==> src/rtl/periph_params.svh <==
// Peripheral subsystem parameters.
// Address map, bus widths and device sizes shared by all blocks.

`ifndef PERIPH_PARAMS_SVH
`define PERIPH_PARAMS_SVH

// Bus geometry.
`define BUS_AW 32
`define BUS_DW 32
`define BUS_BE 4

// RAM depth in words.
`define RAM_WORDS 1024

//////////////////////////////////////////////////////////////////////
// Address map, upper 16 address bits select the device.
//////////////////////////////////////////////////////////////////////

`define RAM_REGION   16'h0010
`define GPIO_REGION  16'h8000
`define TIMER_REGION 16'h8001
`define PWM_REGION   16'h8002

// GPIO widths.
`define GPI_W 8
`define GPO_W 16

// PWM bank.
`define PWM_CH    4
`define PWM_CTR_W 8

`endif

==> src/rtl/periph_pkg.sv <==
// Peripheral bus types.
// Request and response structs, address views and the byte-merge helper.

`include "periph_params.svh"

package periph_pkg;

  // Memory view of an address.
  typedef struct packed {
    logic [15:0] region;
    logic [13:0] word_idx;
    logic [1:0]  byte_off;
  } mem_addr_t;

  // Register view of an address.
  typedef struct packed {
    logic [15:0] region;
    logic [7:0]  unused;
    logic [5:0]  reg_idx;
    logic [1:0]  byte_off;
  } reg_addr_t;

  typedef union packed {
    mem_addr_t mem;
    reg_addr_t regs;
  } bus_addr_u;

  typedef struct packed {
    logic               req;
    logic               we;
    logic [`BUS_BE-1:0] be;
    bus_addr_u          addr;
    logic [`BUS_DW-1:0] wdata;
  } bus_req_t;

  typedef struct packed {
    logic               rvalid;
    logic               err;
    logic [`BUS_DW-1:0] rdata;
  } bus_rsp_t;

  typedef enum logic [1:0] {
    DEV_RAM   = 2'd0,
    DEV_GPIO  = 2'd1,
    DEV_TIMER = 2'd2,
    DEV_PWM   = 2'd3
  } dev_sel_e;

  // Replace the enabled bytes of the old word.
  function automatic logic [`BUS_DW-1:0] merge_bytes(input logic [`BUS_DW-1:0] old_w,
                                                     input logic [`BUS_DW-1:0] new_w,
                                                     input logic [`BUS_BE-1:0] be);
    logic [`BUS_DW-1:0] res;
    res = old_w;
    for (int i = 0; i < `BUS_BE; i++) begin
      if (be[i]) begin
        res[8*i +: 8] = new_w[8*i +: 8];
      end
    end
    return res;
  endfunction

endpackage

==> src/rtl/gpio_regs.sv <==
// GPIO registers.
// Output register at index 0, synchronized inputs at index 1.

`timescale 1ns/100ps
`include "periph_params.svh"

module gpio_regs
  import periph_pkg::*;
(
  input  logic               clk_sys_i,
  input  logic               rst_n_i,
  input  bus_req_t           req_i,
  output logic [`BUS_DW-1:0] rdata_o,
  input  logic [`GPI_W-1:0]  gp_i,
  output logic [`GPO_W-1:0]  gp_o
);

  logic [`GPO_W-1:0]  gpo_q;
  logic [`GPI_W-1:0]  gpi_meta_q;
  logic [`GPI_W-1:0]  gpi_sync_q;
  logic [`BUS_DW-1:0] gpo_merged;
  logic [`BUS_DW-1:0] rdata_q;
  logic [5:0]         reg_idx;

  assign reg_idx    = req_i.addr.regs.reg_idx;
  assign gpo_merged = merge_bytes(`BUS_DW'(gpo_q), req_i.wdata, req_i.be);

  always_ff @(posedge clk_sys_i or negedge rst_n_i) begin
    if (!rst_n_i) begin
      gpo_q      <= '0;
      gpi_meta_q <= '0;
      gpi_sync_q <= '0;
      rdata_q    <= '0;
    end else begin
      // Two-flop input synchronizer.
      gpi_meta_q <= gp_i;
      gpi_sync_q <= gpi_meta_q;
      if (req_i.req && req_i.we && (reg_idx == 6'd0)) begin
        gpo_q <= gpo_merged[`GPO_W-1:0];
      end
      if (req_i.req && !req_i.we) begin
        case (reg_idx)
          6'd0:    rdata_q <= `BUS_DW'(gpo_q);
          6'd1:    rdata_q <= `BUS_DW'(gpi_sync_q);
          default: rdata_q <= '0;
        endcase
      end
    end
  end

  assign gp_o    = gpo_q;
  assign rdata_o = rdata_q;

endmodule

==> config.mk <==
export PLATFORM = sky130hd
export DESIGN_NAME = gpio_regs
export DESIGN_NICKNAME = d
export VERILOG_FILES = /design/src/rtl/periph_pkg.sv /design/src/rtl/gpio_regs.sv
export VERILOG_INCLUDE_DIRS = /design/src /design/src/rtl
export SDC_FILE = /design/constraint.sdc
export NUM_CORES = 1
export LEC_CHECK = 0
export ABC_AREA = 1
export ABC_CLOCK_PERIOD_IN_PS = 1850
export BUFFER_PORTS_ARGS = -buffer_cell sky130_fd_sc_hd__buf_2
export CAP_MARGIN = 30
export CORE_MARGIN = 10
export CORE_UTILIZATION = 35
export CTS_CLUSTER_DIAMETER = 150
export DETAILED_ROUTE_END_ITERATION = 10
export PLACE_DENSITY_LB_ADDON = 0.2
export SYNTH_ARGS = -nofsm -noshare
export SYNTH_HDL_FRONTEND = slang
export SYNTH_SLANG_ARGS = --single-unit
==> constraint.sdc <==
create_clock -name clk_sys_i -period 1.85 [get_ports clk_sys_i]
set_input_delay 0.185 -clock clk_sys_i [delete_from_list [all_inputs] [get_ports clk_sys_i]]
set_output_delay 0.185 -clock clk_sys_i [all_outputs]
set_load 0.02 [all_outputs]
; Yosys cells after proc, flatten, opt, wreduce, memory -nomap -nowiden
; Cells that the tools add are included.
[classes]
reduce_logical = 7
muxes = 1
eq_ne = 1
[op_table]
columns = op, count
row1 = one-hot mux 16 bit (2 select lines), 1
row2 = equality test 6 x 1 -> 1 bit (second input constant), 1
row3 = zero test 6 bit, 1
row4 = AND reduction 2 bit, 2
row5 = logical AND 1 bit, 3
row6 = zero test 1 bit, 1
[word_totals]
register_bits = 64

; Logic depth before layout (Yosys ltp)
[logic_depth]
word_depth = 3
depth_mapped = 6
depth_no_buf = 6

; Worst setup path after synthesis
; Ideal clock, no wire load.
[synth_path]
path_kind = input -> register
from = in req_i[35] (netlist bit)
to = reg gpo_q[10] (netlist: gp_o[10])
setup_ns = 0.117
t_arrival_ns = 0.851
path_slack_ns = 0.881
stages = 6
cell_sequence = nor2_4 inv_4 nor2_8 nand3_4 nand2_1 nand2_1
[synth_via]
elab_chain_cells = 3
[synth_rtl]
columns = item, line
row1 = start: declaration, gpio_regs.sv:12  ; input bus_req_t req_i,
row2 = zero test 6 bit, gpio_regs.sv:38  ; if (req_i.req && req_i.we && (reg_idx == 6'd0)) begin
row3 = logical AND 1 bit, gpio_regs.sv:38
row4 = AND reduction 2 bit (no source line), --
row5 = end signal: assignment, gpio_regs.sv:39  ; gpo_q <= gpo_merged[`GPO_W-1:0];
row6 = end: declaration, gpio_regs.sv:18  ; logic [`GPO_W-1:0] gpo_q;
; No other way between the ends.
; A chain may end at the register's enable or synchronous reset.

; Final worst setup path
; Same ends and word-level chain as after synthesis.

==> results.toml <==
[hold_path]
hp-start = "req_i[14]"
min_path_type = "input port to register"
hold_end = "gp_o[14]$_DFFE_PN0P_"
hold-path-cell-count = 3

[timing]
clock.fmax_mhz = 916.4
tns_ns = 0
post-route-period-util = 0.5899
layout_min_cycle_time_ns = 1.091
hold_viol = 0
rsz0062_at_grt = "false"
fin_ws_ns = 0.7588
fin_skew_ns = 0.01012
finalSetupViolCount = 0
drv_slew = 0

[clocking]
cts.path.max_buffers = 2
cts-root-buf = "clkbuf_8"
worstSkewPairLatency_ns = 0.30
cts_htree_levels = 2
cts_resized = 0
clk_pin_slew_ns = 0.08
cts_tree = "yes"
numCtsBuffers = 5
numClockSinks = 48

[critical_path]
worst_ep_arrival_time_ns = 1.28
worstRegToRegCells = 4
r2r-end = "rdata_o[2]$_DFFE_PN0P_"
setup.worst_path.class = "input port to register"
r2r_slack_ns = 1.05
startpoint = "req_i[35]"
start_kind = "input port"
critPathRequiredTime_ns = 2.04
critPathMaxFanout = 26
end_kind = "register"
timing.rr.start = "gp_o[2]$_DFFE_PN0P_"

[routing]
wl_per_cell_um = 14.53
dr_total_vias = 1615
drcViolationCount = 0
initialDrtViolationCount = 52
firstDrtPassIters = 4
final_antenna_net_count = 0
via_per_inst = 4.486
routed_wl_um = 5230

[logic_synthesis]
synth_warnings = 0
ys_async_sr_fraction = 1.000
synth_top_cell_by_area = "dfrtp_1"
ys.flop_type = "dfrtp_1"
synth_cell_types = 18
yosysTopAreaCellShare = 0.5808
yosys_register_bits = 48
synth_area_leaders = "dfrtp_1 58%, nand2_1 15%, nand4_1 9.7%"
ys_seq_area_frac = 0.5808
synth.cell_area_um2 = 2068
avgSynthCellArea_um2 = 9.896
synth-edff-count = 0
synthesis.instances = 209

[die]
rows = 27
die_h_um = 96.87
die_w_um = 96.87
core_area_um2 = 5608
initial_utilization = 0.3688
die_area_um2 = 9384
io_pins = 128

[global_routing]
grtUsageTotal = 0.1081
grt-ovfl-total = 0
grt_first_pass_wirelength_um = 8438
antenna_found_initial = 0
grt_max_degree = 27
grt_pass1_vias = 1665

[run]
cap_violations = 0

[placement]
portBuffers = 67
dp_slack_ns = 0.4391
gp_congestion = 0.8053
dp_hpwl_um = 3993

[layout]
fillers = 574
layout_commonest_cell = "nand2_1"
areaGrowthSynthToFinish_pct = 27.04
layout-drive-gt1-share = 0.3160
final_cell_mix = "81 x nand2_1, 67 x buf_2, 48 x dfrtp_1, 32 x nand4_1, 16 x conb_1"
ff_latch_area_um2 = 1201
num_antenna_cells = 0
nets = 367
multi_input_area_um2 = 714.4

[power_and_ir_drop]
ir_worst_vdd_uv = 484.9
power_density_nw_per_um2 = 850.1
p_leak_nw = 1.525

[run_status]
status = "finished clean"
[final cells by class]
cell class,instances,share of cell area
Inverter,5,0.008095
Multi-Input combinational cell,146,0.2719
Sequential cell,48,0.4571
Clock inverter,3,0.02619
Clock buffer,5,0.02619
Timing Repair Buffer,81,0.1762
Tap cell,72,0.03429
[cells in the mapped netlist (2+ instances only)]
cell type / number
nand2_1: 81
dfrtp_1: 48
nand4_1: 32
buf_4: 18
nand3_1: 8
buf_2: 3
nor2_4: 3
buf_8: 2
clkbuf_1: 2
inv_1: 2
inv_2: 2
nand3_4: 2
[per-layer routing]
metal | track usage | share of wire | routed length, µm | vias up
met2 | 0.1769 | 0.48 | 2530 | 57
met4 | 0.02706 | 0.0067 | 35 | 0
met5 | 0 | 0 | 0 | -
li1 | - | - | - | 818
met3 | 0.04329 | 0.080 | 421 | 4
met1 | 0.1286 | 0.43 | 2243 | 736
[metrics by stage]
stage          utilization  hold WS, ns  instance area, µm²  total power [mW]  instances
2_1_floorplan            -      -0.1106                2125             1.262        224
3_3_place_gp        0.4279       0.1161                2400             1.338        343
3_5_place_dp        0.4279       0.1184                2400             1.341        343
4_1_cts             0.4685       0.1284                2628             2.270        360
5_1_grt             0.4685       0.1375                2628             2.327        360
6_report            0.4685       0.1360                2628             2.234        360
[power by group]
| part | leakage, nW | switching (mW) | internal (mW) |
|---|---|---|---|
| Sequential | 0.631 | 0.0209 | 1.08 |
| Combinational | 0.826 | 0.155 | 0.0723 |
| Clock | 0.0687 | 0.358 | 0.544 |
| Total | 1.52 | 0.534 | 1.70 |
[worst max-delay path, cell delays in order]
cell     delay (ns)
buf_2          0.12
nor2_4         0.22
inv_4          0.07
nor2_8         0.33
nand3_4        0.18
nand2_1        0.10
nand2_1        0.05
[worst max-delay path by stage]
stage	cells past startpoint	end
floorplan	6	gp_o[10]$_DFFE_PN0P_
global placement	7	gp_o[11]$_DFFE_PN0P_
detailed placement	7	gp_o[9]$_DFFE_PN0P_
CTS	1	gp_o[5]
global route	7	gp_o[2]$_DFFE_PN0P_
finish	7	gp_o[10]$_DFFE_PN0P_
[timing repair]
action / in CTS / in global routing
endpoints found under the hold margin: 22 / 0
setup buffers: 0 / 0
hold buffers: 9 / 0
[cells by family after synthesis]
kind of cell | after synthesis | synth area share
buffers and inverters | 30 | 0.1010
flip-flops | 48 | 0.5808
other | 1 | 0.001813
AND/OR/NAND/NOR | 130 | 0.3164
[flip-flops by register name, indices dropped and copies added (netlist names)]
signal      cells
rdata_o        16
gp_o           16
gpi_sync_q      8
gpi_meta_q      8
Note: power is estimated with default switching activity, not from simulation.
