File: src/rtl/periph_params.svh
// Peripheral subsystem parameters.
// Address map, bus widths and device sizes shared by all blocks.

`ifndef PERIPH_PARAMS_SVH
`define PERIPH_PARAMS_SVH

// Bus geometry.
`define BUS_AW 32
`define BUS_DW 32
`define BUS_BE 4

// RAM depth in words.
`define RAM_WORDS 1024

//////////////////////////////////////////////////////////////////////
// Address map, upper 16 address bits select the device.
//////////////////////////////////////////////////////////////////////

`define RAM_REGION   16'h0010
`define GPIO_REGION  16'h8000
`define TIMER_REGION 16'h8001
`define PWM_REGION   16'h8002

// GPIO widths.
`define GPI_W 8
`define GPO_W 16

// PWM bank.
`define PWM_CH    4
`define PWM_CTR_W 8

`endif

File: src/rtl/periph_pkg.sv
// Peripheral bus types.
// Request and response structs, address views and the byte-merge helper.

`include "periph_params.svh"

package periph_pkg;

  // Memory view of an address.
  typedef struct packed {
    logic [15:0] region;
    logic [13:0] word_idx;
    logic [1:0]  byte_off;
  } mem_addr_t;

  // Register view of an address.
  typedef struct packed {
    logic [15:0] region;
    logic [7:0]  unused;
    logic [5:0]  reg_idx;
    logic [1:0]  byte_off;
  } reg_addr_t;

  typedef union packed {
    mem_addr_t mem;
    reg_addr_t regs;
  } bus_addr_u;

  typedef struct packed {
    logic               req;
    logic               we;
    logic [`BUS_BE-1:0] be;
    bus_addr_u          addr;
    logic [`BUS_DW-1:0] wdata;
  } bus_req_t;

  typedef struct packed {
    logic               rvalid;
    logic               err;
    logic [`BUS_DW-1:0] rdata;
  } bus_rsp_t;

  typedef enum logic [1:0] {
    DEV_RAM   = 2'd0,
    DEV_GPIO  = 2'd1,
    DEV_TIMER = 2'd2,
    DEV_PWM   = 2'd3
  } dev_sel_e;

  // Replace the enabled bytes of the old word.
  function automatic logic [`BUS_DW-1:0] merge_bytes(input logic [`BUS_DW-1:0] old_w,
                                                     input logic [`BUS_DW-1:0] new_w,
                                                     input logic [`BUS_BE-1:0] be);
    logic [`BUS_DW-1:0] res;
    res = old_w;
    for (int i = 0; i < `BUS_BE; i++) begin
      if (be[i]) begin
        res[8*i +: 8] = new_w[8*i +: 8];
      end
    end
    return res;
  endfunction

endpackage

File: src/rtl/mtimer.sv
// Machine timer.
// 64-bit free-running mtime with a compare register and a level interrupt.

`timescale 1ns/100ps
`include "periph_params.svh"

module mtimer
  import periph_pkg::*;
(
  input  logic               clk_sys_i,
  input  logic               rst_n_i,
  input  bus_req_t           req_i,
  output logic [`BUS_DW-1:0] rdata_o,
  output logic               timer_irq_o
);

  logic [63:0]        mtime_q;
  logic [63:0]        mtime_d;
  logic [63:0]        mtimecmp_q;
  logic [63:0]        mtimecmp_d;
  logic               irq_q;
  logic [`BUS_DW-1:0] rdata_q;
  logic [5:0]         reg_idx;
  logic               wr_en;

  assign reg_idx = req_i.addr.regs.reg_idx;
  assign wr_en   = req_i.req & req_i.we;

  //////////////////////////////////////////////////////////////////////
  // Next state.
  //////////////////////////////////////////////////////////////////////

  always_comb begin
    mtime_d    = mtime_q + 64'd1;
    mtimecmp_d = mtimecmp_q;
    if (wr_en) begin
      case (reg_idx)
        // A write to mtime replaces the increment for that cycle.
        6'd0: mtime_d = {mtime_q[63:32],
                         merge_bytes(mtime_q[31:0], req_i.wdata, req_i.be)};
        6'd1: mtime_d = {merge_bytes(mtime_q[63:32], req_i.wdata, req_i.be),
                         mtime_q[31:0]};
        6'd2: mtimecmp_d = {mtimecmp_q[63:32],
                            merge_bytes(mtimecmp_q[31:0], req_i.wdata, req_i.be)};
        6'd3: mtimecmp_d = {merge_bytes(mtimecmp_q[63:32], req_i.wdata, req_i.be),
                            mtimecmp_q[31:0]};
        default: ;
      endcase
    end
  end

  //////////////////////////////////////////////////////////////////////
  // Registers.
  //////////////////////////////////////////////////////////////////////

  always_ff @(posedge clk_sys_i or negedge rst_n_i) begin
    if (!rst_n_i) begin
      mtime_q    <= '0;
      mtimecmp_q <= '1;
      irq_q      <= 1'b0;
      rdata_q    <= '0;
    end else begin
      mtime_q    <= mtime_d;
      mtimecmp_q <= mtimecmp_d;
      // Interrupt lags the compare by one cycle.
      irq_q      <= (mtime_q >= mtimecmp_q);
      if (req_i.req && !req_i.we) begin
        case (reg_idx)
          6'd0:    rdata_q <= mtime_q[31:0];
          6'd1:    rdata_q <= mtime_q[63:32];
          6'd2:    rdata_q <= mtimecmp_q[31:0];
          6'd3:    rdata_q <= mtimecmp_q[63:32];
          default: rdata_q <= '0;
        endcase
      end
    end
  end

  assign timer_irq_o = irq_q;
  assign rdata_o     = rdata_q;

endmodule

File: config.mk
export PLATFORM = sky130hd
export DESIGN_NAME = mtimer
export DESIGN_NICKNAME = d
export VERILOG_FILES = /design/src/rtl/periph_pkg.sv /design/src/rtl/mtimer.sv
export VERILOG_INCLUDE_DIRS = /design/src /design/src/rtl
export SDC_FILE = /design/constraint.sdc
export NUM_CORES = 1
export LEC_CHECK = 0
export ABC_AREA = 0
export BUFFER_PORTS_ARGS = -buffer_cell sky130_fd_sc_hd__buf_2
export CAP_MARGIN = 20
export CORE_ASPECT_RATIO = 0.6
export CORE_UTILIZATION = 66
export CTS_BUF_LIST = sky130_fd_sc_hd__clkbuf_8
export CTS_CLUSTER_SIZE = 28
export DETAILED_ROUTE_END_ITERATION = 8
export GPL_TIMING_DRIVEN = 0
export PLACE_DENSITY = 0.93
export SETUP_SLACK_MARGIN = 0.5
export SLEW_MARGIN = 15
export SYNTH_ARGS = -nofsm -noshare
export SYNTH_HDL_FRONTEND = slang
export SYNTH_SLANG_ARGS = --single-unit
File: constraint.sdc
create_clock -name clk_sys_i -period 3.9 [get_ports clk_sys_i]
set_input_delay 0.39 -clock clk_sys_i [delete_from_list [all_inputs] [get_ports clk_sys_i]]
set_output_delay 0.39 -clock clk_sys_i [all_outputs]
set_load 0.01 [all_outputs]
### Word-level counts from Yosys, hierarchy flattened

Index checks and enable logic that the tools add are counted.

| operators by class | value |
|---|---|
| $add $sub $neg | 1 |
| magnitude comparators | 1 |
| equal/unequal tests | 13 |
| mux-type cells | 8 |
| bitwise gates (word level) | 3 |
| reduce and logical (&&, ||, !) cells | 19 |

Operators by type and width:

| kind | count |
|---|---|
| case mux 64 bit (2 select lines) | 2 |
| case mux 32 bit (4 select lines) | 1 |
| adder 64 x 1 -> 64 bit, second input constant | 1 |
| >= comparator 64 bit | 1 |
| two-way mux 64 bit | 1 |
| two-way mux 8 bit | 4 |
| AND reduction 4 bit | 8 |
| != test 3 bit, second input constant | 8 |
| AND reduction 2 bit | 8 |
| equality test 6 x 2 -> 1 bit, second input constant | 2 |
| equality test 6 x 1 -> 1 bit, second input constant | 1 |
| zero test 6 bit | 1 |
| != test 2 bit, second input constant | 2 |
| NOT 1 bit | 2 |
| AND 1 bit | 1 |
| logical AND 1 bit | 1 |
| zero test 1 bit | 1 |

| word-level totals | value |
|---|---|
| bits in registers | 161 |
| input port bits | 72 |
| output and inout bits | 33 |
| logic and storage cells | 63 |

### Longest topological paths before layout

| logic depth | value |
|---|---|
| depth after elaboration | 3 |
| gate-level depth with buffers | 9 |
| gate-level depth less buffers | 8 |

### Least setup slack after synthesis

OpenSTA, ideal clock, no wires.

| timing path | value |
|---|---|
| path type | in2reg |
| from | input req_i[39] in the netlist's numbering |
| to | register mtime_q[57] |
| setup time | 0.126 ns |
| arrival time | 2.126 ns |
| required time | 3.774 ns |
| slack | 1.648 ns |
| stages | 9 |
| buffers on the path | 3 |
| path through | or4_1 buf_2 or3_1 buf_2 nand4_2 buf_6 nor4_4 a311oi_1 nor2_1 |

| on the way | value |
|---|---|
| longest elaborated chain between the ends | 3 |
| elaborated cells on any way between the ends | 7 |
| classes of those cells | 3 x eq/ne; 2 x mux; 2 x reduce/logical |

Ends and longest elaborated chain:

| element | line | source |
|---|---|---|
| start: declaration | mtimer.sv:12 | `input bus_req_t req_i,` |
| equality test 6 x 1 -> 1 bit or zero test 6 bit (tied branches) | mtimer.sv:37 | `case (reg_idx)` |
| case mux 64 bit (2 select lines) (tied with other cells) | mtimer.sv:37 |  |
| two-way mux 64 bit or AND reduction 2 bit (tied branches) | - |  |
| end signal: assignment | mtimer.sv:63 | `mtime_q <= mtime_d;` |
| end: declaration | mtimer.sv:17 | `logic [63:0] mtime_q;` |

Several ways; a longest one is shown, not always the timed one.
A chain may end at the register's enable or synchronous reset.

### Final worst setup path

| timing path | value |
|---|---|
| from | register mtime_q[1] |
| to | register mtime_q[52] |

| on the way | value |
|---|---|
| longest elaborated chain between the ends | 3 |

Ends and longest elaborated chain:

| element | line | source |
|---|---|---|
| adder 64 x 1 -> 64 bit (*) | mtimer.sv:34 | `mtime_d = mtime_q + 64'd1;` |
| case mux 64 bit (2 select lines) | mtimer.sv:37 |  |
| two-way mux 64 bit (*) | mtimer.sv:36 | `if (wr_en) begin` |

Mark *: on every way between the ends. The rest lies on a longest branch, timed or not.

==> qor.csv <==
metric,value,unit
path_max_fanout,9,
gr-usage-met3,13.49,%
period_minus_slack,3.044,ns
clk_latency,0.48,ns
synthToLayoutAreaGrowth,10.96,%
yosys_warnings,0,
ys_seq_elements,161,
die_width,161.0,um
grt_max_degree,105,
grt.total_usage,42.38,%
max_stage_delay,0.70,ns
wirelength,32230,um
io_pins,105,
setup_viol,0,
postSynthNetCount,1199,
die_h,97.41,um
r2r-start,mtime_q[1],
slew_violations,0,
r2r_setup_slack,0.86,ns
gp_congestion,1.011,
finalNetCount,1295,
cts.sinks,161,
post-cts-setup-buffers,0,
status,finished clean,
critical-path-top-delay-family,simple AND/OR/NAND/NOR gates,
clockRootBuffer,clkbuf_8,
synthesis.area,10010,um^2
vias_per_cell,7.019,
vias,9609,
finClkSkew,0.01855,ns
clk_pin_slew,0.09,ns
fin_crit_sh,78.05,%
grt_overflow,0,
antenna_left,0,
multi_input_area,5374,um^2
place_area,10670,um^2
numPortBuffers,75,
firstDrtPassIters,7,
max-cap-violations,0,
path_class,reg -> reg,
synthTopCellsByCount,"111 x nand2_1, 97 x dfrtp_1, 78 x inv_1",
p_leak,4.683,nW
min_path_type,in -> reg,
netlist_instances,1062,
drive_gt1_share,23.33,%
cts_buffer_depth,2,
start_util,68.42,%
crit_path_end_kind,register,
grt_pass1_wl,50390,um
setup_slack,0.8560,ns
grt-busiest-layer,met1,
worst_hold_path.endpoint,mtime_q[46],
synth_edf_count,0,
grt_antenna_before_repair,2,
synth_area_leaders,"dfrtp_1 24%, dfstp_2 17%, ha_1 8.1%",
synth_top_cell_area_share,24.24,%
num_rows,34,
dieArea,15680,um^2
fin_total_pwr,4.133,mW
slew_headroom,17.83,%
crit_required,4.29,ns
dp_hpwl,23410,um
core-area,14630,um^2
yosysSeqAreaShare,41.04,%
nFillCells,1047,
p_per_area,372.0,nW/um^2
cts_buffers,17,
r2r_cells,7,
fin_area,11110,um^2
regArea,4109,um^2
cp_slowest_cell,nor2_1,
global_route.usage.met2,59.88,%
worstHoldStart,req_i[14],
wire_per_inst,23.54,um
crit_path_start_kind,register,
max_freq,0.3285,GHz
netlist-cell-type-count,70,
yosysTopAreaCell,dfrtp_1,
met1_usage,60.00,%
path_cells,ha_1 > nand4_1 > nor2_1 > nand4_2 > nor3_2 > a211oi_1 > nor3_1,
synth_area_per_cell,9.428,um^2
htreeDepth,4,
utilization,75.91,%
rr_endpoint,mtime_q[52],
rsz0062_at_grt,no,
dr.first_iter.drc_count,1523,
synth_most_common_cell,nand2_1,
hold_depth,3,
grt_pass1_vias,9232,
final-hold-violation-count,0,
arrival,3.43,ns
ir_drop,0.2401,mV
cts_tree,built,
post-place-ws,0.9265,ns
tns,0,ns
synth_flop_cell,dfrtp_1,
drc_errors,0,
tightest_slew,1.221,ns
async_flop_share,100.0,%
crit_buf_inv,0,
==> worst min-delay path, stage by stage <==
cell and delay, ns:
buf_2 0.13, a21oi_1 0.07, o21ai_1 0.06
==> worst max-delay path by stage <==
stage	from	to	slack (ns)	depth (start not counted)
floorplan	req_i[39]	mtime_q[57]	1.65	9
global placement	rst_n_i	rdata_o[11]	0.11	1
detailed placement	req_i[39]	rdata_o[11]	0.93	7
CTS	mtime_q[1]	mtime_q[52]	1.00	7
global route	mtime_q[1]	mtime_q[52]	0.65	7
finish	mtime_q[1]	mtime_q[52]	0.86	7
==> area by class of cell <==
cell class                 count  share of cell area (%)
antenna                        1                 0.02253
multi-input combinational    773                   48.37
inverter                      78                   2.635
clock inverter                14                   1.712
clock buffer                  17                   2.106
tap                          198                   2.230
buffer                        50                   2.129
timing repair buffer          77                   3.807
sequential                   161                   36.99
==> state kept, by name, summed over array words and instances, names as in the netlist <==
register,cells
mtimecmp_q,64
rdata_o,32
timer_irq_o,1
mtime_q,64
==> timing repair <==
| item | in CTS | in global routing |
|---|---|---|
| setup endpoints to repair | 0 | 0 |
| hold buffers | 1 | 0 |
| endpoints found under the hold margin | 34 | 0 |
| resized for setup | 0 | 0 |
==> stage by stage <==
stage | hold WS, ns | instances
5_1_grt | 0.2176 | 1368
6_report | 0.2144 | 1369
2_1_floorplan | 0.09441 | 1062
3_5_place_dp | 0.3414 | 1336
3_3_place_gp | 0.4596 | 1335
4_1_cts | 0.1996 | 1368
==> logic make-up after synthesis <==
kind of cell	Yosys count	synth area share [%]
xor+xnor	4	0.3499
compound gates	277	19.15
flops	161	41.04
mux	65	7.273
buf+inv	128	5.286
fa+ha+maj	65	8.123
simple gates	362	18.78
==> routing by layer <==
layer	wire, um	share of wire (%)
met2	13410	42
met3	4882	15
met4	1287	4.0
met1	12640	39
met5	11	0.034
==> report_power, final <==
group | switching, mW | total [mW] | leakage [nW] | internal (mW)
sequential | 0.198 | 2.02 | 1.87 | 1.82
combinational | 0.432 | 0.739 | 2.60 | 0.307
clock | 0.677 | 1.37 | 0.211 | 0.695
total | 1.31 | 4.13 | 4.68 | 2.83
==> cells in the final DEF (no fill, tap or decap), types with 32 or more instances in the layout <==
cell type and instances:
a21oi_1 62, a221oi_1 33, a22o_1 32, buf_2 89, dfrtp_1 97, dfstp_2 64, ha_1 65, inv_1 80
mux2_2 61, nand2_1 111, nand3_1 42, nor2_1 74, o21ai_0 38
Power figures use the tool's default switching activity.
