--- src/rtl/periph_params.svh ---
// Peripheral subsystem parameters.
// Address map, bus widths and device sizes shared by all blocks.

`ifndef PERIPH_PARAMS_SVH
`define PERIPH_PARAMS_SVH

// Bus geometry.
`define BUS_AW 32
`define BUS_DW 32
`define BUS_BE 4

// RAM depth in words.
`define RAM_WORDS 1024

//////////////////////////////////////////////////////////////////////
// Address map, upper 16 address bits select the device.
//////////////////////////////////////////////////////////////////////

`define RAM_REGION   16'h0010
`define GPIO_REGION  16'h8000
`define TIMER_REGION 16'h8001
`define PWM_REGION   16'h8002

// GPIO widths.
`define GPI_W 8
`define GPO_W 16

// PWM bank.
`define PWM_CH    4
`define PWM_CTR_W 8

`endif

--- src/rtl/periph_pkg.sv ---
// Peripheral bus types.
// Request and response structs, address views and the byte-merge helper.

`include "periph_params.svh"

package periph_pkg;

  // Memory view of an address.
  typedef struct packed {
    logic [15:0] region;
    logic [13:0] word_idx;
    logic [1:0]  byte_off;
  } mem_addr_t;

  // Register view of an address.
  typedef struct packed {
    logic [15:0] region;
    logic [7:0]  unused;
    logic [5:0]  reg_idx;
    logic [1:0]  byte_off;
  } reg_addr_t;

  typedef union packed {
    mem_addr_t mem;
    reg_addr_t regs;
  } bus_addr_u;

  typedef struct packed {
    logic               req;
    logic               we;
    logic [`BUS_BE-1:0] be;
    bus_addr_u          addr;
    logic [`BUS_DW-1:0] wdata;
  } bus_req_t;

  typedef struct packed {
    logic               rvalid;
    logic               err;
    logic [`BUS_DW-1:0] rdata;
  } bus_rsp_t;

  typedef enum logic [1:0] {
    DEV_RAM   = 2'd0,
    DEV_GPIO  = 2'd1,
    DEV_TIMER = 2'd2,
    DEV_PWM   = 2'd3
  } dev_sel_e;

  // Replace the enabled bytes of the old word.
  function automatic logic [`BUS_DW-1:0] merge_bytes(input logic [`BUS_DW-1:0] old_w,
                                                     input logic [`BUS_DW-1:0] new_w,
                                                     input logic [`BUS_BE-1:0] be);
    logic [`BUS_DW-1:0] res;
    res = old_w;
    for (int i = 0; i < `BUS_BE; i++) begin
      if (be[i]) begin
        res[8*i +: 8] = new_w[8*i +: 8];
      end
    end
    return res;
  endfunction

endpackage

--- src/rtl/bus_decoder.sv ---
// Bus decoder.
// Selects a device from the address region, flags illegal accesses
// and returns the one-cycle response.

`timescale 1ns/100ps
`include "periph_params.svh"

module bus_decoder
  import periph_pkg::*;
(
  input  logic               clk_sys_i,
  input  logic               rst_n_i,

  input  bus_req_t           bus_req_i,

  output bus_req_t           ram_req_o,
  output bus_req_t           gpio_req_o,
  output bus_req_t           pwm_req_o,
  output bus_req_t           timer_req_o,

  input  logic [`BUS_DW-1:0] ram_rdata_i,
  input  logic [`BUS_DW-1:0] gpio_rdata_i,
  input  logic [`BUS_DW-1:0] pwm_rdata_i,
  input  logic [`BUS_DW-1:0] timer_rdata_i,

  output bus_rsp_t           bus_rsp_o
);

  localparam logic [13:0] RAM_LIMIT = 14'(`RAM_WORDS);

  dev_sel_e dev_sel;
  logic     region_hit;
  logic     access_err;
  logic     access_ok;

  // Response cycle state.
  logic     rsp_valid_q;
  logic     rsp_err_q;
  logic     rsp_we_q;
  dev_sel_e rsp_sel_q;

  //////////////////////////////////////////////////////////////////////
  // Address decode.
  //////////////////////////////////////////////////////////////////////

  always_comb begin
    region_hit = 1'b1;
    dev_sel    = DEV_RAM;
    case (bus_req_i.addr.mem.region)
      `RAM_REGION:   dev_sel = DEV_RAM;
      `GPIO_REGION:  dev_sel = DEV_GPIO;
      `TIMER_REGION: dev_sel = DEV_TIMER;
      `PWM_REGION:   dev_sel = DEV_PWM;
      default:       region_hit = 1'b0;
    endcase
  end

  // Unknown region, or a word beyond the end of the RAM.
  assign access_err = bus_req_i.req &
                      (~region_hit |
                       ((dev_sel == DEV_RAM) && (bus_req_i.addr.mem.word_idx >= RAM_LIMIT)));
  assign access_ok  = bus_req_i.req & ~access_err;

  // Forward the request, strobe only to the selected device.
  always_comb begin
    ram_req_o       = bus_req_i;
    gpio_req_o      = bus_req_i;
    pwm_req_o       = bus_req_i;
    timer_req_o     = bus_req_i;
    ram_req_o.req   = access_ok && (dev_sel == DEV_RAM);
    gpio_req_o.req  = access_ok && (dev_sel == DEV_GPIO);
    pwm_req_o.req   = access_ok && (dev_sel == DEV_PWM);
    timer_req_o.req = access_ok && (dev_sel == DEV_TIMER);
  end

  //////////////////////////////////////////////////////////////////////
  // Response.
  //////////////////////////////////////////////////////////////////////

  always_ff @(posedge clk_sys_i or negedge rst_n_i) begin
    if (!rst_n_i) begin
      rsp_valid_q <= 1'b0;
      rsp_err_q   <= 1'b0;
      rsp_we_q    <= 1'b0;
      rsp_sel_q   <= DEV_RAM;
    end else begin
      rsp_valid_q <= bus_req_i.req;
      rsp_err_q   <= access_err;
      rsp_we_q    <= bus_req_i.req & bus_req_i.we;
      rsp_sel_q   <= dev_sel;
    end
  end

  always_comb begin
    bus_rsp_o.rvalid = rsp_valid_q;
    bus_rsp_o.err    = rsp_err_q;
    bus_rsp_o.rdata  = '0;
    // Writes and errors return zero data.
    if (!rsp_err_q && !rsp_we_q) begin
      case (rsp_sel_q)
        DEV_RAM:   bus_rsp_o.rdata = ram_rdata_i;
        DEV_GPIO:  bus_rsp_o.rdata = gpio_rdata_i;
        DEV_TIMER: bus_rsp_o.rdata = timer_rdata_i;
        DEV_PWM:   bus_rsp_o.rdata = pwm_rdata_i;
        default:   bus_rsp_o.rdata = '0;
      endcase
    end
  end

endmodule

--- config.mk ---
export PLATFORM = sky130hd
export DESIGN_NAME = bus_decoder
export DESIGN_NICKNAME = d
export VERILOG_FILES = /design/src/rtl/periph_pkg.sv /design/src/rtl/bus_decoder.sv
export VERILOG_INCLUDE_DIRS = /design/src /design/src/rtl
export SDC_FILE = /design/constraint.sdc
export NUM_CORES = 1
export LEC_CHECK = 0
export ABC_AREA = 1
export BUFFER_PORTS_ARGS = -buffer_cell sky130_fd_sc_hd__buf_4
export CAP_MARGIN = 20
export CORE_AREA = 2 2 201 203
export DETAILED_ROUTE_END_ITERATION = 10
export DIE_AREA = 0 0 203 205
export SETUP_SLACK_MARGIN = 0.5
export SLEW_MARGIN = 20
export SYNTH_ARGS = -nofsm -noshare
export SYNTH_HDL_FRONTEND = slang
export SYNTH_SLANG_ARGS = --single-unit
export TNS_END_PERCENT = 30
--- constraint.sdc ---
create_clock -name clk_sys_i -period 1.2 [get_ports clk_sys_i]
set_input_delay 0.24 -clock clk_sys_i [delete_from_list [all_inputs] [get_ports clk_sys_i]]
set_output_delay 0.24 -clock clk_sys_i [all_outputs]
set_load 0.05 [all_outputs]
Word level (Yosys, flattened, before mapping)
Index checks and enable logic that the tools add are counted.
{"block": "word_totals", "word_cells": 36, "register_bits": 5, "input_bits": 200, "output_inout_bits": 314}
{"block": "classes", "reduce_logical": 11, "eq_ne": 10, "n_mux": 4, "bitwise": 6, "magnitude_cmp": 1}
{"operator": "32-bit case mux with 4 select lines", "n": 1}
{"operator": "16-bit == test (second input constant)", "n": 3}
{"operator": "32-bit two-way mux", "n": 1}
{"operator": "16-bit by 5-bit == test with 1-bit output (second input constant)", "n": 1}
{"operator": "14-bit by 11-bit >= comparator with 1-bit output (second input constant)", "n": 1}
{"operator": "2-bit == test (second input constant)", "n": 4}
{"operator": "1-bit logical AND", "n": 6}
{"operator": "2-bit case mux with 3 select lines", "n": 1}
{"operator": "2-bit by 1-bit == test with 1-bit output (second input constant)", "n": 2}
{"operator": "2-bit zero test", "n": 2}
{"operator": "4-bit OR reduction", "n": 1}
{"operator": "1-bit AND", "n": 3}
{"operator": "1-bit zero test", "n": 2}
{"operator": "1-bit NOT", "n": 2}
{"operator": "1-bit two-way mux", "n": 1}
{"operator": "1-bit bitwise OR", "n": 1}

Logic depth before layout (Yosys ltp)
{"block": "depth", "word_depth": 9, "mapped_depth": 8, "mapped_depth_nobuf": 8}

Worst setup path before layout
No wires, ideal clock.
{"block": "synth_path", "path_kind": "reg-to-output", "from": "register rsp_err_q", "to": "output bus_rsp_o[0] (netlist name)", "path_buffers": 1, "slack_ps": -614, "t_required_ps": 960, "path_stages_with_launch": 4, "t_arrival_ps": 1574, "path_cell_list": "dfrtp_1 or2_2 clkbuf_1 a41oi_1"}
{"element": "start, declared", "line": "bus_decoder.sv:38", "source": "logic rsp_err_q;"}
{"element": "start signal, assigned", "line": "bus_decoder.sv:88", "source": "rsp_err_q <= access_err;"}
{"element": "end, declared", "line": "bus_decoder.sv:26", "source": "output bus_rsp_t bus_rsp_o"}

==> flow_metrics.tcl <==
set metrics [dict create \
    outcome "finished with violations" \
    violations "negative setup slack" \
    combinationalPowerShare_pct 76.5 \
    grt_usage_pct 6.23 \
    cts_max_level 1 \
    end_kind "output pin" \
    seqPwrFrac_pct 5.7 \
    grt_pass1_wl_mm 20.0 \
    hold_violations 0 \
    slew_viol_final 0 \
    rows 73 \
    cts_tree "built" \
    placed_area_um2 4910 \
    cp_slowest_cell "dfrtp_2" \
    worstPathArrival_ns 1.60 \
    clockRootBuffer "clkbuf_16" \
    fmax_ghz 0.543 \
    synth_fa_ha_area_share_pct 0 \
    hold_class "in2reg" \
    max-cap-violations 0 \
    ys_warn_count 0 \
    cp_top_family "flip-flops" \
    ant_nets 0 \
    power.leakage_nw 2.47 \
    worstPathCellList "nor2_4 -> buf_12 -> nand2_1 -> a41oi_4 -> buf_6" \
    mappedNetlistNets 715 \
    globalplace.congestion 0.713 \
    power.density_nw_per_um2 491 \
    p_int_w 0.00174 \
    setup_viol 37 \
    start_util_pct 8.98 \
    fin_area_um2 6290 \
    syn_to_final_growth_pct 78.1 \
    grt_max_degree 33 \
    antenna_found_initial 0 \
    synth_edf_count 0 \
    synth_top_cells_by_area "buf_4 59%, nand2_1 15%, a41oi_2 14%, dfrtp_1 3.5%, buf_2 1.7%" \
    vias 3169 \
    cp.required_ns 0.96 \
    drc 0 \
    cp_max_fo 32 \
    crit_buf_inv 2 \
    num_antenna_cells 0 \
    die_area_um2 41600 \
    min_from "bus_req_i[69]" \
    holdWs_ns 0.230 \
    drive_gt1_share_pct 71.6 \
    fin_nets 743 \
    slew_headroom_pct 82.5 \
    cp.depth 5 \
    p_sw_w 0.00135 \
    cts_buffers 3 \
    synthCells 515 \
    fin_crit_sh_pct 153 \
    yosys.area_share.simple_pct 19.2 \
    setup_slack_ns -0.640 \
    synthMuxAreaShare_pct 0 \
    fin_crit_ns 1.84 \
    numPortBuffers 273 \
    ys_types 17 \
    syn_area_per_cell_um2 6.86 \
    netlist_area_um2 3530 \
    grt_pass1_vias 3314 \
    ys_seq_elements 5 \
    rsz0062_at_grt "yes" \
    ys_seq_area_share_pct 3.54 \
    drt_iter0_markers 108 \
    synth-main-ff-cell "dfrtp_1" \
    core_um2 39400 \
    async_reset_ff_share_pct 100 \
    min_path_cells 1 \
    irDropWorstVdd_mv 0.423 \
    clock-sinks 5 \
    clock_path_buffers 2 \
    io_pins 514 \
    switching_share_pct 43.6 \
    cp-start-kind "flip-flop" \
    worstHoldEndpoint "rsp_valid_q$_DFF_PN0_" \
    clkTransAtPathRegs_ns 0.04 \
    worst_pin_slew_ns 0.261 \
    synth_compound_area_share_pct 14.3 \
    die_h_um 205 \
    n_fill_cell 4379 \
    wirelength_mm 14.5 \
    yosysTopAreaCellShare_pct 59.5 \
    synth_top_family_by_area "buffers and inverters" \
    worstSetupPathType "reg2out" \
    slowest_delay_ns 0.44 \
    synth_area_leader_cell "buf_4" \
    clkPwrFrac_pct 17.8 \
    vias_per_cell 2.97 \
    wl_per_cell_um 13.6 \
    dpl.hpwl_mm 11.6 \
    synth_xor_area_share_pct 0 \
    drt-pass1-iter-count 4 \
    die_x_um 203 \
    grt_overflow 0 \
]
==> cell usage after synthesis, types with 2 or more instances <==
cell type,number
nand3_1,4
nand4_1,3
nand2_1,140
nor2_4,2
a41oi_2,30
inv_1,11
buf_2,12
dfrtp_1,5
a41oi_1,2
buf_4,280
nor2_1,16
inv_2,3
nor2_2,3
==> routing by layer <==
metal	part of all wire [%]	wire, um	GRT usage [%]
met1	35	5070	6.70
met2	46	6750	9.94
met4	0.46	67	0.704
met3	18	2590	4.63
met5	0.45	65	1.55
==> cell usage in the layout, fill, tap and decap left out <==
master | Yosys | final
nand2_1 | 140 | 132
nand2_4 | 0 | 4
clkbuf_16 | 0 | 3
nand3_1 | 4 | 1
nand3_2 | 0 | 1
nand3_4 | 0 | 2
a41oi_4 | 0 | 30
inv_2 | 3 | 4
dfrtp_1 | 5 | 3
buf_12 | 0 | 37
buf_4 | 280 | 145
buf_6 | 0 | 53
nand4_1 | 3 | 3
inv_1 | 11 | 9
nor4_2 | 0 | 1
clkbuf_1 | 1 | 1
or2_4 | 0 | 1
nand2_2 | 0 | 3
inv_8 | 0 | 1
dlygate4sd3_1 | 0 | 1
a41oi_2 | 30 | 2
nor2_1 | 16 | 4
nor2_4 | 2 | 14
dfrtp_2 | 0 | 2
nand2_8 | 0 | 1
buf_8 | 0 | 81
nor2_2 | 3 | 3
==> power by group through the flow <==
stage	Combinational [W]	Clock (W)	Sequential (W)
after floorplan	0.00296	0	0.000178
after global placement	0.00189	0	0.000179
after detailed placement	0.00189	0	0.000179
after CTS	0.00228	0.000555	0.000178
after global routing	0.00245	0.000572	0.000179
final	0.00236	0.000549	0.000178
==> area by class of cell <==
cell class	instances	area, um2	area share (%)
clock buffer	4	78.8	1.25
inverter	14	60.1	0.954
multi-input combinational	202	1720	27.3
sequential	5	128	2.03
tap	525	657	10.4
timing repair buffer	317	3650	58.0
==> timing repair <==
item | 4_1_cts | 5_1_grt
hold buffers | 1 | 0
pin swaps | 20 | 1
endpoints found under the setup margin | 125 | 125
buffers inserted | 2 | 2
gates cloned | 0 | 0
gates resized for setup | 263 | 63
endpoints found under the hold margin | 5 | 0
==> per-stage QoR <==
stage               total power (W)  setup WS, ns  setup TNS, ns  std cells  utilization, %
floorplan                   0.00314        -0.327         -10.91        515               -
global placement            0.00206        -0.591         -15.87       1058            12.5
detailed placement          0.00207        -0.588         -16.33       1058            12.5
CTS                         0.00301        -0.651         -21.00       1065            15.3
global route                0.00321        -0.711         -23.15       1067            16.0
finish                      0.00309        -0.640         -20.64       1067            16.0
==> flip-flops by register name, indices dropped and copies added, names as in the netlist <==
| signal | cells |
|---|---|
| rsp_we_q | 1 |
| rsp_sel_q | 2 |
| rsp_valid_q | 1 |
| rsp_err_q | 1 |
==> how the worst max path moves through the flow <==
stage | to | startpoint
3_5_place_dp | gpio_req_o[69] | bus_req_i[52]
4_1_cts | bus_rsp_o[14] | rsp_sel_q[0]$_DFF_PN0_
2_1_floorplan | bus_rsp_o[10] | rsp_we_q$_DFF_PN0_
3_3_place_gp | gpio_req_o[69] | bus_req_i[52]
6_report | bus_rsp_o[16] | rsp_sel_q[0]$_DFF_PN0_
5_1_grt | bus_rsp_o[15] | rsp_sel_q[1]$_DFF_PN0_
==> kinds of logic (layout without fill, tap and decap cells) <==
family / Yosys count / after routing
simple gates: 170 / 170
compound gates: 32 / 32
flops: 5 / 5
buf+inv: 308 / 335
No activity file was read; power rests on OpenSTA's default activity.
