===== src/rtl/periph_params.svh =====
// Peripheral subsystem parameters.
// Address map, bus widths and device sizes shared by all blocks.

`ifndef PERIPH_PARAMS_SVH
`define PERIPH_PARAMS_SVH

// Bus geometry.
`define BUS_AW 32
`define BUS_DW 32
`define BUS_BE 4

// RAM depth in words.
`define RAM_WORDS 1024

//////////////////////////////////////////////////////////////////////
// Address map, upper 16 address bits select the device.
//////////////////////////////////////////////////////////////////////

`define RAM_REGION   16'h0010
`define GPIO_REGION  16'h8000
`define TIMER_REGION 16'h8001
`define PWM_REGION   16'h8002

// GPIO widths.
`define GPI_W 8
`define GPO_W 16

// PWM bank.
`define PWM_CH    4
`define PWM_CTR_W 8

`endif


===== src/rtl/periph_pkg.sv =====
// Peripheral bus types.
// Request and response structs, address views and the byte-merge helper.

`include "periph_params.svh"

package periph_pkg;

  // Memory view of an address.
  typedef struct packed {
    logic [15:0] region;
    logic [13:0] word_idx;
    logic [1:0]  byte_off;
  } mem_addr_t;

  // Register view of an address.
  typedef struct packed {
    logic [15:0] region;
    logic [7:0]  unused;
    logic [5:0]  reg_idx;
    logic [1:0]  byte_off;
  } reg_addr_t;

  typedef union packed {
    mem_addr_t mem;
    reg_addr_t regs;
  } bus_addr_u;

  typedef struct packed {
    logic               req;
    logic               we;
    logic [`BUS_BE-1:0] be;
    bus_addr_u          addr;
    logic [`BUS_DW-1:0] wdata;
  } bus_req_t;

  typedef struct packed {
    logic               rvalid;
    logic               err;
    logic [`BUS_DW-1:0] rdata;
  } bus_rsp_t;

  typedef enum logic [1:0] {
    DEV_RAM   = 2'd0,
    DEV_GPIO  = 2'd1,
    DEV_TIMER = 2'd2,
    DEV_PWM   = 2'd3
  } dev_sel_e;

  // Replace the enabled bytes of the old word.
  function automatic logic [`BUS_DW-1:0] merge_bytes(input logic [`BUS_DW-1:0] old_w,
                                                     input logic [`BUS_DW-1:0] new_w,
                                                     input logic [`BUS_BE-1:0] be);
    logic [`BUS_DW-1:0] res;
    res = old_w;
    for (int i = 0; i < `BUS_BE; i++) begin
      if (be[i]) begin
        res[8*i +: 8] = new_w[8*i +: 8];
      end
    end
    return res;
  endfunction

endpackage


===== src/rtl/pwm_bank.sv =====
// PWM channel bank.
// One config register and one free-running counter per channel,
// output high while the counter is below the duty.

`timescale 1ns/100ps
`include "periph_params.svh"

module pwm_bank
  import periph_pkg::*;
(
  input  logic               clk_sys_i,
  input  logic               rst_n_i,
  input  bus_req_t           req_i,
  output logic [`BUS_DW-1:0] rdata_o,
  output logic [`PWM_CH-1:0] pwm_o
);

  localparam int unsigned CH_W = $clog2(`PWM_CH);

  // Register layout, period in 15:8 and duty in 7:0.
  typedef struct packed {
    logic [`PWM_CTR_W-1:0] period;
    logic [`PWM_CTR_W-1:0] duty;
  } pwm_cfg_t;

  pwm_cfg_t              cfg_q [`PWM_CH];
  logic [`PWM_CTR_W-1:0] ctr_q [`PWM_CH];
  logic [`PWM_CH-1:0]    pwm_q;
  logic [`BUS_DW-1:0]    rdata_q;
  logic [5:0]            reg_idx;
  logic                  idx_ok;

  assign reg_idx = req_i.addr.regs.reg_idx;
  assign idx_ok  = (reg_idx < 6'(`PWM_CH));

  for (genvar ch = 0; ch < `PWM_CH; ch++) begin : gen_ch
    logic [`BUS_DW-1:0] merged;

    assign merged = merge_bytes(`BUS_DW'(cfg_q[ch]), req_i.wdata, req_i.be);

    always_ff @(posedge clk_sys_i or negedge rst_n_i) begin
      if (!rst_n_i) begin
        cfg_q[ch] <= '0;
        ctr_q[ch] <= '0;
        pwm_q[ch] <= 1'b0;
      end else begin
        if (req_i.req && req_i.we && (reg_idx == 6'(ch))) begin
          cfg_q[ch] <= merged[$bits(pwm_cfg_t)-1:0];
        end
        // Wrap at the period, also catches a period lowered below the count.
        if (ctr_q[ch] >= cfg_q[ch].period) begin
          ctr_q[ch] <= '0;
        end else begin
          ctr_q[ch] <= ctr_q[ch] + 1'b1;
        end
        pwm_q[ch] <= (ctr_q[ch] < cfg_q[ch].duty);
      end
    end
  end

  always_ff @(posedge clk_sys_i or negedge rst_n_i) begin
    if (!rst_n_i) begin
      rdata_q <= '0;
    end else if (req_i.req && !req_i.we) begin
      rdata_q <= idx_ok ? `BUS_DW'(cfg_q[reg_idx[CH_W-1:0]]) : '0;
    end
  end

  assign pwm_o   = pwm_q;
  assign rdata_o = rdata_q;

endmodule


===== config.mk =====
export PLATFORM = sky130hd
export DESIGN_NAME = pwm_bank
export DESIGN_NICKNAME = d
export VERILOG_FILES = /design/src/rtl/periph_pkg.sv /design/src/rtl/pwm_bank.sv
export VERILOG_INCLUDE_DIRS = /design/src /design/src/rtl
export SDC_FILE = /design/constraint.sdc
export NUM_CORES = 1
export LEC_CHECK = 0
export BUFFER_PORTS_ARGS = -buffer_cell sky130_fd_sc_hd__buf_2
export CELL_PAD_IN_SITES_DETAIL_PLACEMENT = 1
export CELL_PAD_IN_SITES_GLOBAL_PLACEMENT = 1
export CORE_ASPECT_RATIO = 0.75
export CORE_MARGIN = 4
export CORE_UTILIZATION = 41
export CTS_CLUSTER_SIZE = 40
export DETAILED_ROUTE_END_ITERATION = 6
export GPL_ROUTABILITY_DRIVEN = 0
export PLACE_DENSITY = 0.76
export SLEW_MARGIN = 20
export SYNTH_ARGS = -nofsm -noshare
export SYNTH_HDL_FRONTEND = slang
export SYNTH_SLANG_ARGS = --single-unit

===== constraint.sdc =====
create_clock -name clk_sys_i -period 1.58 [get_ports clk_sys_i]
set_input_delay 0.316 -clock clk_sys_i [delete_from_list [all_inputs] [get_ports clk_sys_i]]
set_output_delay 0.316 -clock clk_sys_i [all_outputs]
set_load 0.005 [all_outputs]

# Yosys cells after proc, flatten, opt, wreduce, memory -nomap -nowiden
# Cells that the tools add are included.
# W data, S select, Z words.
[word_totals]
elab_cells = 59
inputBits = 72
regBits = 132
[op_classes]
n_eq_ne = 3
n_addsub = 4
bitwise = 1
n_reduce_logical = 16
order_cmp = 10
mux = 8
[op_table]
columns = ["cell", "n"]
rows = [
  ["$mux W16", 3],
  ["$add A8 B1 Y8 const B", 4],
  ["$bmux W16 S2", 1],
  ["$ge A8 B8 Y1", 4],
  ["$lt A8 B8 Y1", 4],
  ["$mux W8", 4],
  ["$reduce_and A2 Y1", 8],
  ["$eq A6 B2 Y1 const B", 2],
  ["$eq A6 B1 Y1 const B", 1],
  ["$logic_and A1 B1 Y1", 6],
  ["$logic_not A6 Y1", 1],
  ["$lt A6 B3 Y1 const B", 1],
  ["$ge A3 B3 Y1 const B", 1],
  ["$not A2 Y3", 1],
  ["$logic_not A1 Y1", 1],
]

# Logic depth before layout (Yosys ltp)
# Gate-level depths: netlist (run 1).
[logic_depth]
depth_word = 5
mapped_depth = 6
depth_no_buf = 6

# Least setup slack after synthesis (run 1)
# OpenSTA, ideal clock, no wires.
[synth_path]
path_kind = "in2reg"
start = "in req_i[39] (netlist name)"
end = "reg cfg_q[48] (netlist name)"
path_slack_ns = -0.108
t_required_ns = 1.455
arrival_ns = 1.563
setup_time_ns = 0.125
n_path_buf = 0
cell_stages = 4
path_cell_list = "nor4_4 nand4b_4 nor3b_4 mux2_2"
[synth_via]
elab_chain_len = 3
[synth_rtl]
columns = ["element", "line", "text"]
rows = [
  ["from (decl)", "pwm_bank.sv:13", "input bus_req_t req_i,"],
  ["$logic_not A6 Y1", "pwm_bank.sv:47", "if (req_i.req && req_i.we && (reg_idx == 6'(ch))) begin"],
  ["$logic_and A1 B1 Y1", "pwm_bank.sv:47", ""],
  ["$reduce_and A2 Y1 (no line)", "--", ""],
  ["to (signal, indexed assignment)", "pwm_bank.sv:48", "cfg_q[ch] <= merged[$bits(pwm_cfg_t)-1:0];"],
  ["to (decl)", "pwm_bank.sv:26", "pwm_cfg_t cfg_q [`PWM_CH];"],
]
# Every way passes these cells.
# A chain may end at the register's enable or synchronous reset.

# Final worst setup path (run 1)
[layout_path]
start = "reg cfg_q[42] (netlist name)"
end = "reg ctr_q[23] (netlist name)"
[layout_via]
elab_chain_len = 2
[layout_rtl]
columns = ["element", "line", "text"]
rows = [
  ["$ge A8 B8 Y1", "pwm_bank.sv:51", "if (ctr_q[ch] >= cfg_q[ch].period) begin"],
  ["$mux W8", "pwm_bank.sv:51", ""],
  ["to (signal, indexed assignment)", "pwm_bank.sv:54", "ctr_q[ch] <= ctr_q[ch] + 1'b1;"],
  ["to (decl)", "pwm_bank.sv:27", "logic [`PWM_CTR_W-1:0] ctr_q [`PWM_CH];"],
]
# Every way passes these cells.

==> impl_metrics.toml, run 1 <==
[setup_path]
crit_fanout = 8
crit_chain = "inv_1 > ha_1 > o21a_1 > nor2_2 > o31ai_4 > nor2_1"
critPathKind = "reg -> reg"
r2r-start = "cfg_q[42]"
cpPeakStageDelay_ns = 0.44
worstPathRequired_ns = 1.87
endpoint_kind = "flip-flop"
r2r-end = "ctr_q[23]"
reg2reg_depth = 6
critPathArrivalTime_ns = 1.99
startpoint_type = "flip-flop"
cp_slowest_cell = "dfrtp_1"
r2r_setup_slack_ns = -0.12

[power_and_ir_drop]
power_switching_mw = 2.880
switching_share_pct = 29.01
p_per_area_nw_per_um2 = 1132
p_seq_share_pct = 34.0
power_frac_clock_pct = 40.8
power.internal_mw = 7.047
pwr-share-comb_pct = 25.2
ir_worst_vdd_mv = 0.8512
cellLeakagePower_nw = 4.360
p_total_mw = 9.927

[timing]
slew_violations = 0
finalSetupTns_ns = -1.648
worst_clock_skew_ns = 0.008926
fin_crit_sh_pct = 107.4
hold_ws_ns = 0.1788
fin_ws_ns = -0.1167
min_period_ns = 1.697
rsz0062_at_grt = "true"
max_freq_mhz = 589.4
setup_viol = 30
final_hold_viol_count = 0

[clock_tree]
clkSinkCount = 116
cts.clk_slew.worst_paths_ns = 0.05
cts_buffers = 17
cts_root_buf = "clkbuf_16"
worstSkewPairLatency_ns = 0.43
h-tree-depth = 4
cts_tree = "done"
cts_buffer_depth = 2

[synth]
synth_most_common_cell = "dfrtp_1"
synth_top_area_share_pct = 44.36
seq_area_frac_synth_pct = 44.36
synth_edf_count = 0
ys_types = 38
yosys-top-cells-count = "116 x dfrtp_1, 65 x inv_1, 64 x ha_1"
yosysWarnings = 0
synth_flop_cell = "dfrtp_1"
syn_inst = 537
avgSynthCellArea_um2 = 12.19
yosysTopAreaCell = "dfrtp_1"
synthArstFlopShare_pct = 100.0
synth_area_um2 = 6544
synthTopCellsByArea = "dfrtp_1 44%, ha_1 12%, mux2_2 9.8%, mux4_2 5.5%, inv_1 3.7%"
synth_seq_cells = 116

[drt]
totalWireLength_um = 20850
drc = 0
vias = 4784
antenna_left = 0
dr.pass1.iters = 4
viasPerCell = 5.316
wl_per_cell_um = 23.17
drt_first_iter_violations = 249

[place]
place.port_buffers = 47
dp_hpwl_um = 14630
pre_cts_slack_ns = -0.3781

[cells_and_area]
drive_gt1_share_pct = 44.17
area_growth_pct = 34.05
antennaDiodeCount = 0
nets = 819

[floorplanning]
die_h_um = 117.4
die_w_um = 153.9
ios = 108
core-area_um2 = 15420
start_util_pct = 42.44
die_area_um2 = 18070
num_rows = 39

[run_status]
status = "finished with violations"
failed_checks = "negative setup slack"

[worst_hold_path]
hold_end = "cfg_q[50]"
worstHoldStart = "req_i[2]"
whs_path_depth = 2
hold_class = "in -> reg"

[global_routing]
grt_pass1_vias = 5472
grt_max_degree = 45
grt_first_pass_wirelength_um = 32190
antenna_found_initial = 0
grt_use_total_pct = 23.59
gr-total-overflow = 0

[flow_run]
max_cap_violations = 0
## final cells by class
class,count,area [µm²]
multi-input cells,344,3687
repair buffers,139,1071
fillers,1592,6648
well taps,205,256.5
inverters,65,244.0
flip-flops and latches,116,2903
clock buffers,22,484.2
clock inverters,9,126.4
## registers in the layout, indices dropped and copies added, names as in the netlist
register	cells
pwm_o	4
rdata_o	16
ctr_q	32
cfg_q	64
## power groups by stage
stage	combinational, mW	clock (mW)	sequential, mW
after floorplan	0.929	0	3.40
after global placement	1.59	0	3.40
after detailed placement	1.70	0	3.42
after CTS	2.14	4.11	3.37
after global routing	2.71	4.25	3.40
final	2.50	4.05	3.37
## through the flow
stage	cell area (µm²)	cells	utilization, %
after floorplan	6640	552	-
after global placement	7644	858	49.57
after detailed placement	7644	858	49.57
after CTS	8523	895	55.27
after global routing	8772	900	56.89
final	8772	900	56.89
## placed cells by master (no fill, tap or decap), drive strengths merged, types with 10 or more instances in the layout
cell type  synthesis  layout
conb               1      16
buf               24     138
nand3             18      18
mux4              16      16
and3              10      10
a22o              16      16
inv               65      65
clkbuf             3      22
xor2              16      16
dfrtp            116     116
a21oi             10      10
nor2              41      41
a21o              14      14
ha                64      64
mux2              64      64
## logic make-up after synthesis
group | Yosys count | share of synthesized area (%)
AND/OR/NAND/NOR | 96 | 8.987
AO/OA/AOI/OAI | 64 | 7.495
other | 1 | 0.05731
flip-flops | 116 | 44.36
XOR/XNOR | 24 | 3.212
adder cells (fa/ha/maj) | 64 | 12.24
multiplexers | 80 | 16.81
buffers and inverters | 92 | 6.845
## critical path: cells and delay by family, from the launching register on
family,cells,cell delay [ns]
AO/OA/AOI/OAI,2,0.60
adder cells (fa/ha/maj),1,0.27
buffers and inverters,1,0.08
flip-flops,1,0.44
AND/OR/NAND/NOR,2,0.18
## layer usage
metal	share of wire (%)	wire (µm)	global-route usage [%]
met5	0	0	0
met4	2.7	555	8.439
met3	3.4	707	5.412
met2	51	10540	38.47
met1	43	9053	30.91
## how the worst max path moves through the flow
stage                     end  slack (ns)  cells past startpoint      start
CTS                 ctr_q[23]       -0.06                      5  cfg_q[40]
finish              ctr_q[23]       -0.12                      6  cfg_q[42]
floorplan           cfg_q[48]       -0.09                      4  req_i[39]
global placement    cfg_q[60]       -0.32                      7  req_i[39]
detailed placement  cfg_q[56]       -0.38                      7  req_i[39]
global route        ctr_q[23]       -0.18                      6  cfg_q[42]
## what timing repair did
action,4_1_cts,5_1_grt
setup endpoints to repair,33,38
gates cloned,0,0
hold buffers,1,0
gates resized for setup,33,42
setup buffers,7,7
pin swaps,17,21
endpoints found under the hold margin,20,0
No activity file was read; power rests on OpenSTA's default activity.
==> inputs of run 2 (changes only) <==
- CTS_CLUSTER_DIAMETER: default -> 200
- RECOVER_POWER: default -> 50
==> run 2 against run 1 <==
  * The run still ends with negative setup slack left
  * Count of clock-buffer cells in the layout unchanged
  * Non-clock buffer count unchanged
  * Clock skew about the same
  * Via count about the same
  * Final cell count unchanged
  * Worst setup slack worse by 0.00062 ns
  * Clock power about the same
  * Critical endpoint unchanged
  * Largest cell class unchanged
==> impl_metrics.toml, run 2 (synthesized netlist as in run 1, its figures left out) <==
[cells_and_area]
antennaDiodeCount = 0
final_cell_mix = "116 x dfrtp_1, 74 x buf_4, 64 x inv_1"
seqCellArea_um2 = 2903
top_register = "cfg_q"
stdcell_area_um2 = 8740
fill_cells = 1595
drive_gt1_share_pct = 44.03
area_growth_pct = 33.56
nets = 819
multi_input_area_um2 = 3687
final_common_cell = "dfrtp_1"
largest_reg_flops = 64

[clock_tree]
cts.clk_slew.worst_paths_ns = 0.05
cts_root_buf = "clkbuf_16"
cts_tree = "done"
cts_buffers = 17
clkSinkCount = 116
worstSkewPairLatency_ns = 0.43
cts_buffer_depth = 2
h-tree-depth = 4

[setup_path]
r2r-end = "ctr_q[23]"
startpoint_type = "flip-flop"
r2r_setup_slack_ns = -0.12
reg2reg_depth = 6
endpoint_kind = "flip-flop"
critPathArrivalTime_ns = 1.99
crit_fanout = 8
path_buf_inv = 1
worstPathRequired_ns = 1.87
endpoint = "ctr_q[23]"
cpPeakStageDelay_ns = 0.44
crit_chain = "inv_1 > ha_1 > o21a_1 > nor2_2 > o31ai_4 > nor2_1"
cp_slowest_cell = "dfrtp_1"
path_depth = 6
r2r-start = "cfg_q[42]"
critPathTopFamily = "compound AO/OA/AOI/OAI gates"
critPathLaunch = "cfg_q[42]"
critPathKind = "reg -> reg"

[power_and_ir_drop]
p_seq_share_pct = 34.0
power_frac_clock_pct = 40.9
power_switching_mw = 2.886
p_total_mw = 9.924
ir_worst_vdd_mv = 0.8550
switching_share_pct = 29.09
pwr-share-comb_pct = 25.1
cellLeakagePower_nw = 4.347
power.internal_mw = 7.038
p_per_area_nw_per_um2 = 1136

[timing]
tightest_slew_ns = 0.7406
worst_clock_skew_ns = 0.009172
fin_crit_sh_pct = 107.4
min_period_ns = 1.697
rsz0062_at_grt = "true"
relSlewSlack_pct = 50.63
final_hold_viol_count = 0
finalSetupTns_ns = -1.650
max_freq_mhz = 589.2
setup_viol = 30
fin_ws_ns = -0.1173
slew_violations = 0

[global_routing]
grt_pass1_vias = 5472
grt_first_pass_wirelength_um = 32190
grt_use_total_pct = 23.59
gr-total-overflow = 0
grt_max_degree = 45
antenna_found_initial = 0

[floorplanning]
start_util_pct = 42.44
die_area_um2 = 18070
die_h_um = 117.4
core-area_um2 = 15420
ios = 108
die_w_um = 153.9
num_rows = 39

[run_status]
failed_checks = "negative setup slack"
status = "finished with violations"

[drt]
dr.pass1.iters = 4
drt_first_iter_violations = 244
totalWireLength_um = 20900
antenna_left = 0
vias = 4787
drc = 0
wl_per_cell_um = 23.22
viasPerCell = 5.319

[place]
placed_area_um2 = 7644
dp_hpwl_um = 14630
place.port_buffers = 47

[worst_hold_path]
hold_class = "in -> reg"
worstHoldStart = "req_i[2]"

[flow_run]
max_cap_violations = 0
## run 2: cell types whose count changed in the layout (fill, tap and decap cells not counted)
cell	delta
clkbuf_1	+1
buf_6	+1
clkbuf_2	+3
buf_12	-2
clkbuf_4	+1
buf_4	-4
## run 2: repair_timing
action / CTS / global route
gates resized for setup: 33 / 42
hold buffers: 1 / 0
hold endpoints to repair: 20 / 0
setup endpoints to repair: 33 / 38
setup buffers: 7 / 7
pin swaps: 17 / 21
## run 2: per-stage QoR
step / hold WS (ns) / utilization, % / cells / setup WS [ns]
floorplan: 0.02041 / - / 552 / -0.08716
global placement: 0.2778 / 49.57 / 858 / -0.3249
detailed placement: 0.2748 / 49.57 / 858 / -0.3781
CTS: 0.1594 / 55.27 / 895 / -0.06074
global route: 0.1770 / 56.68 / 900 / -0.1827
finish: 0.1786 / 56.68 / 900 / -0.1173
## run 2: per-layer routing
layer  wire length (µm)  track usage [%]  vias to the layer above
met4                629            8.439                        0
li1                   -                -                     2172
met1               9056            30.91                     2474
met3                740            5.412                       42
met5                  0                0                        -
met2              10470            38.47                       99
## run 2: cell type report
class,instances,share of cell area (%)
multi-input cells,344,42.19
flip-flops and latches,116,33.21
repair buffers,139,11.88
clock buffers,22,5.540
well taps,205,2.935
inverters,65,2.792
clock inverters,9,1.446
## run 2: worst min path at each step
stage,slack [ns],cells after the start,endpoint
6_report,0.18,2,cfg_q[50]
5_1_grt,0.18,2,cfg_q[12]
4_1_cts,0.16,2,cfg_q[12]
3_5_place_dp,0.27,1,cfg_q[39]
3_3_place_gp,0.28,1,cfg_q[7]
2_1_floorplan,0.02,0,cfg_q[0]
## run 2: power by group through the flow
stage	sequential (mW)	clock [mW]	combinational, mW
final	3.37	4.06	2.49
after global routing	3.40	4.25	2.70
after CTS	3.37	4.11	2.14
after detailed placement	3.42	0	1.70
after global placement	3.40	0	1.59
after floorplan	3.40	0	0.929
## run 2: worst register-to-register path: cells and delay by family, from the launching register on
family                     cells  cell delay [ns]
adders and majority gates      1             0.27
DFF                            1             0.44
buffers and inverters          1             0.08
and+or+nand+nor                2             0.18
AOI/OAI and AO/OA              2             0.60
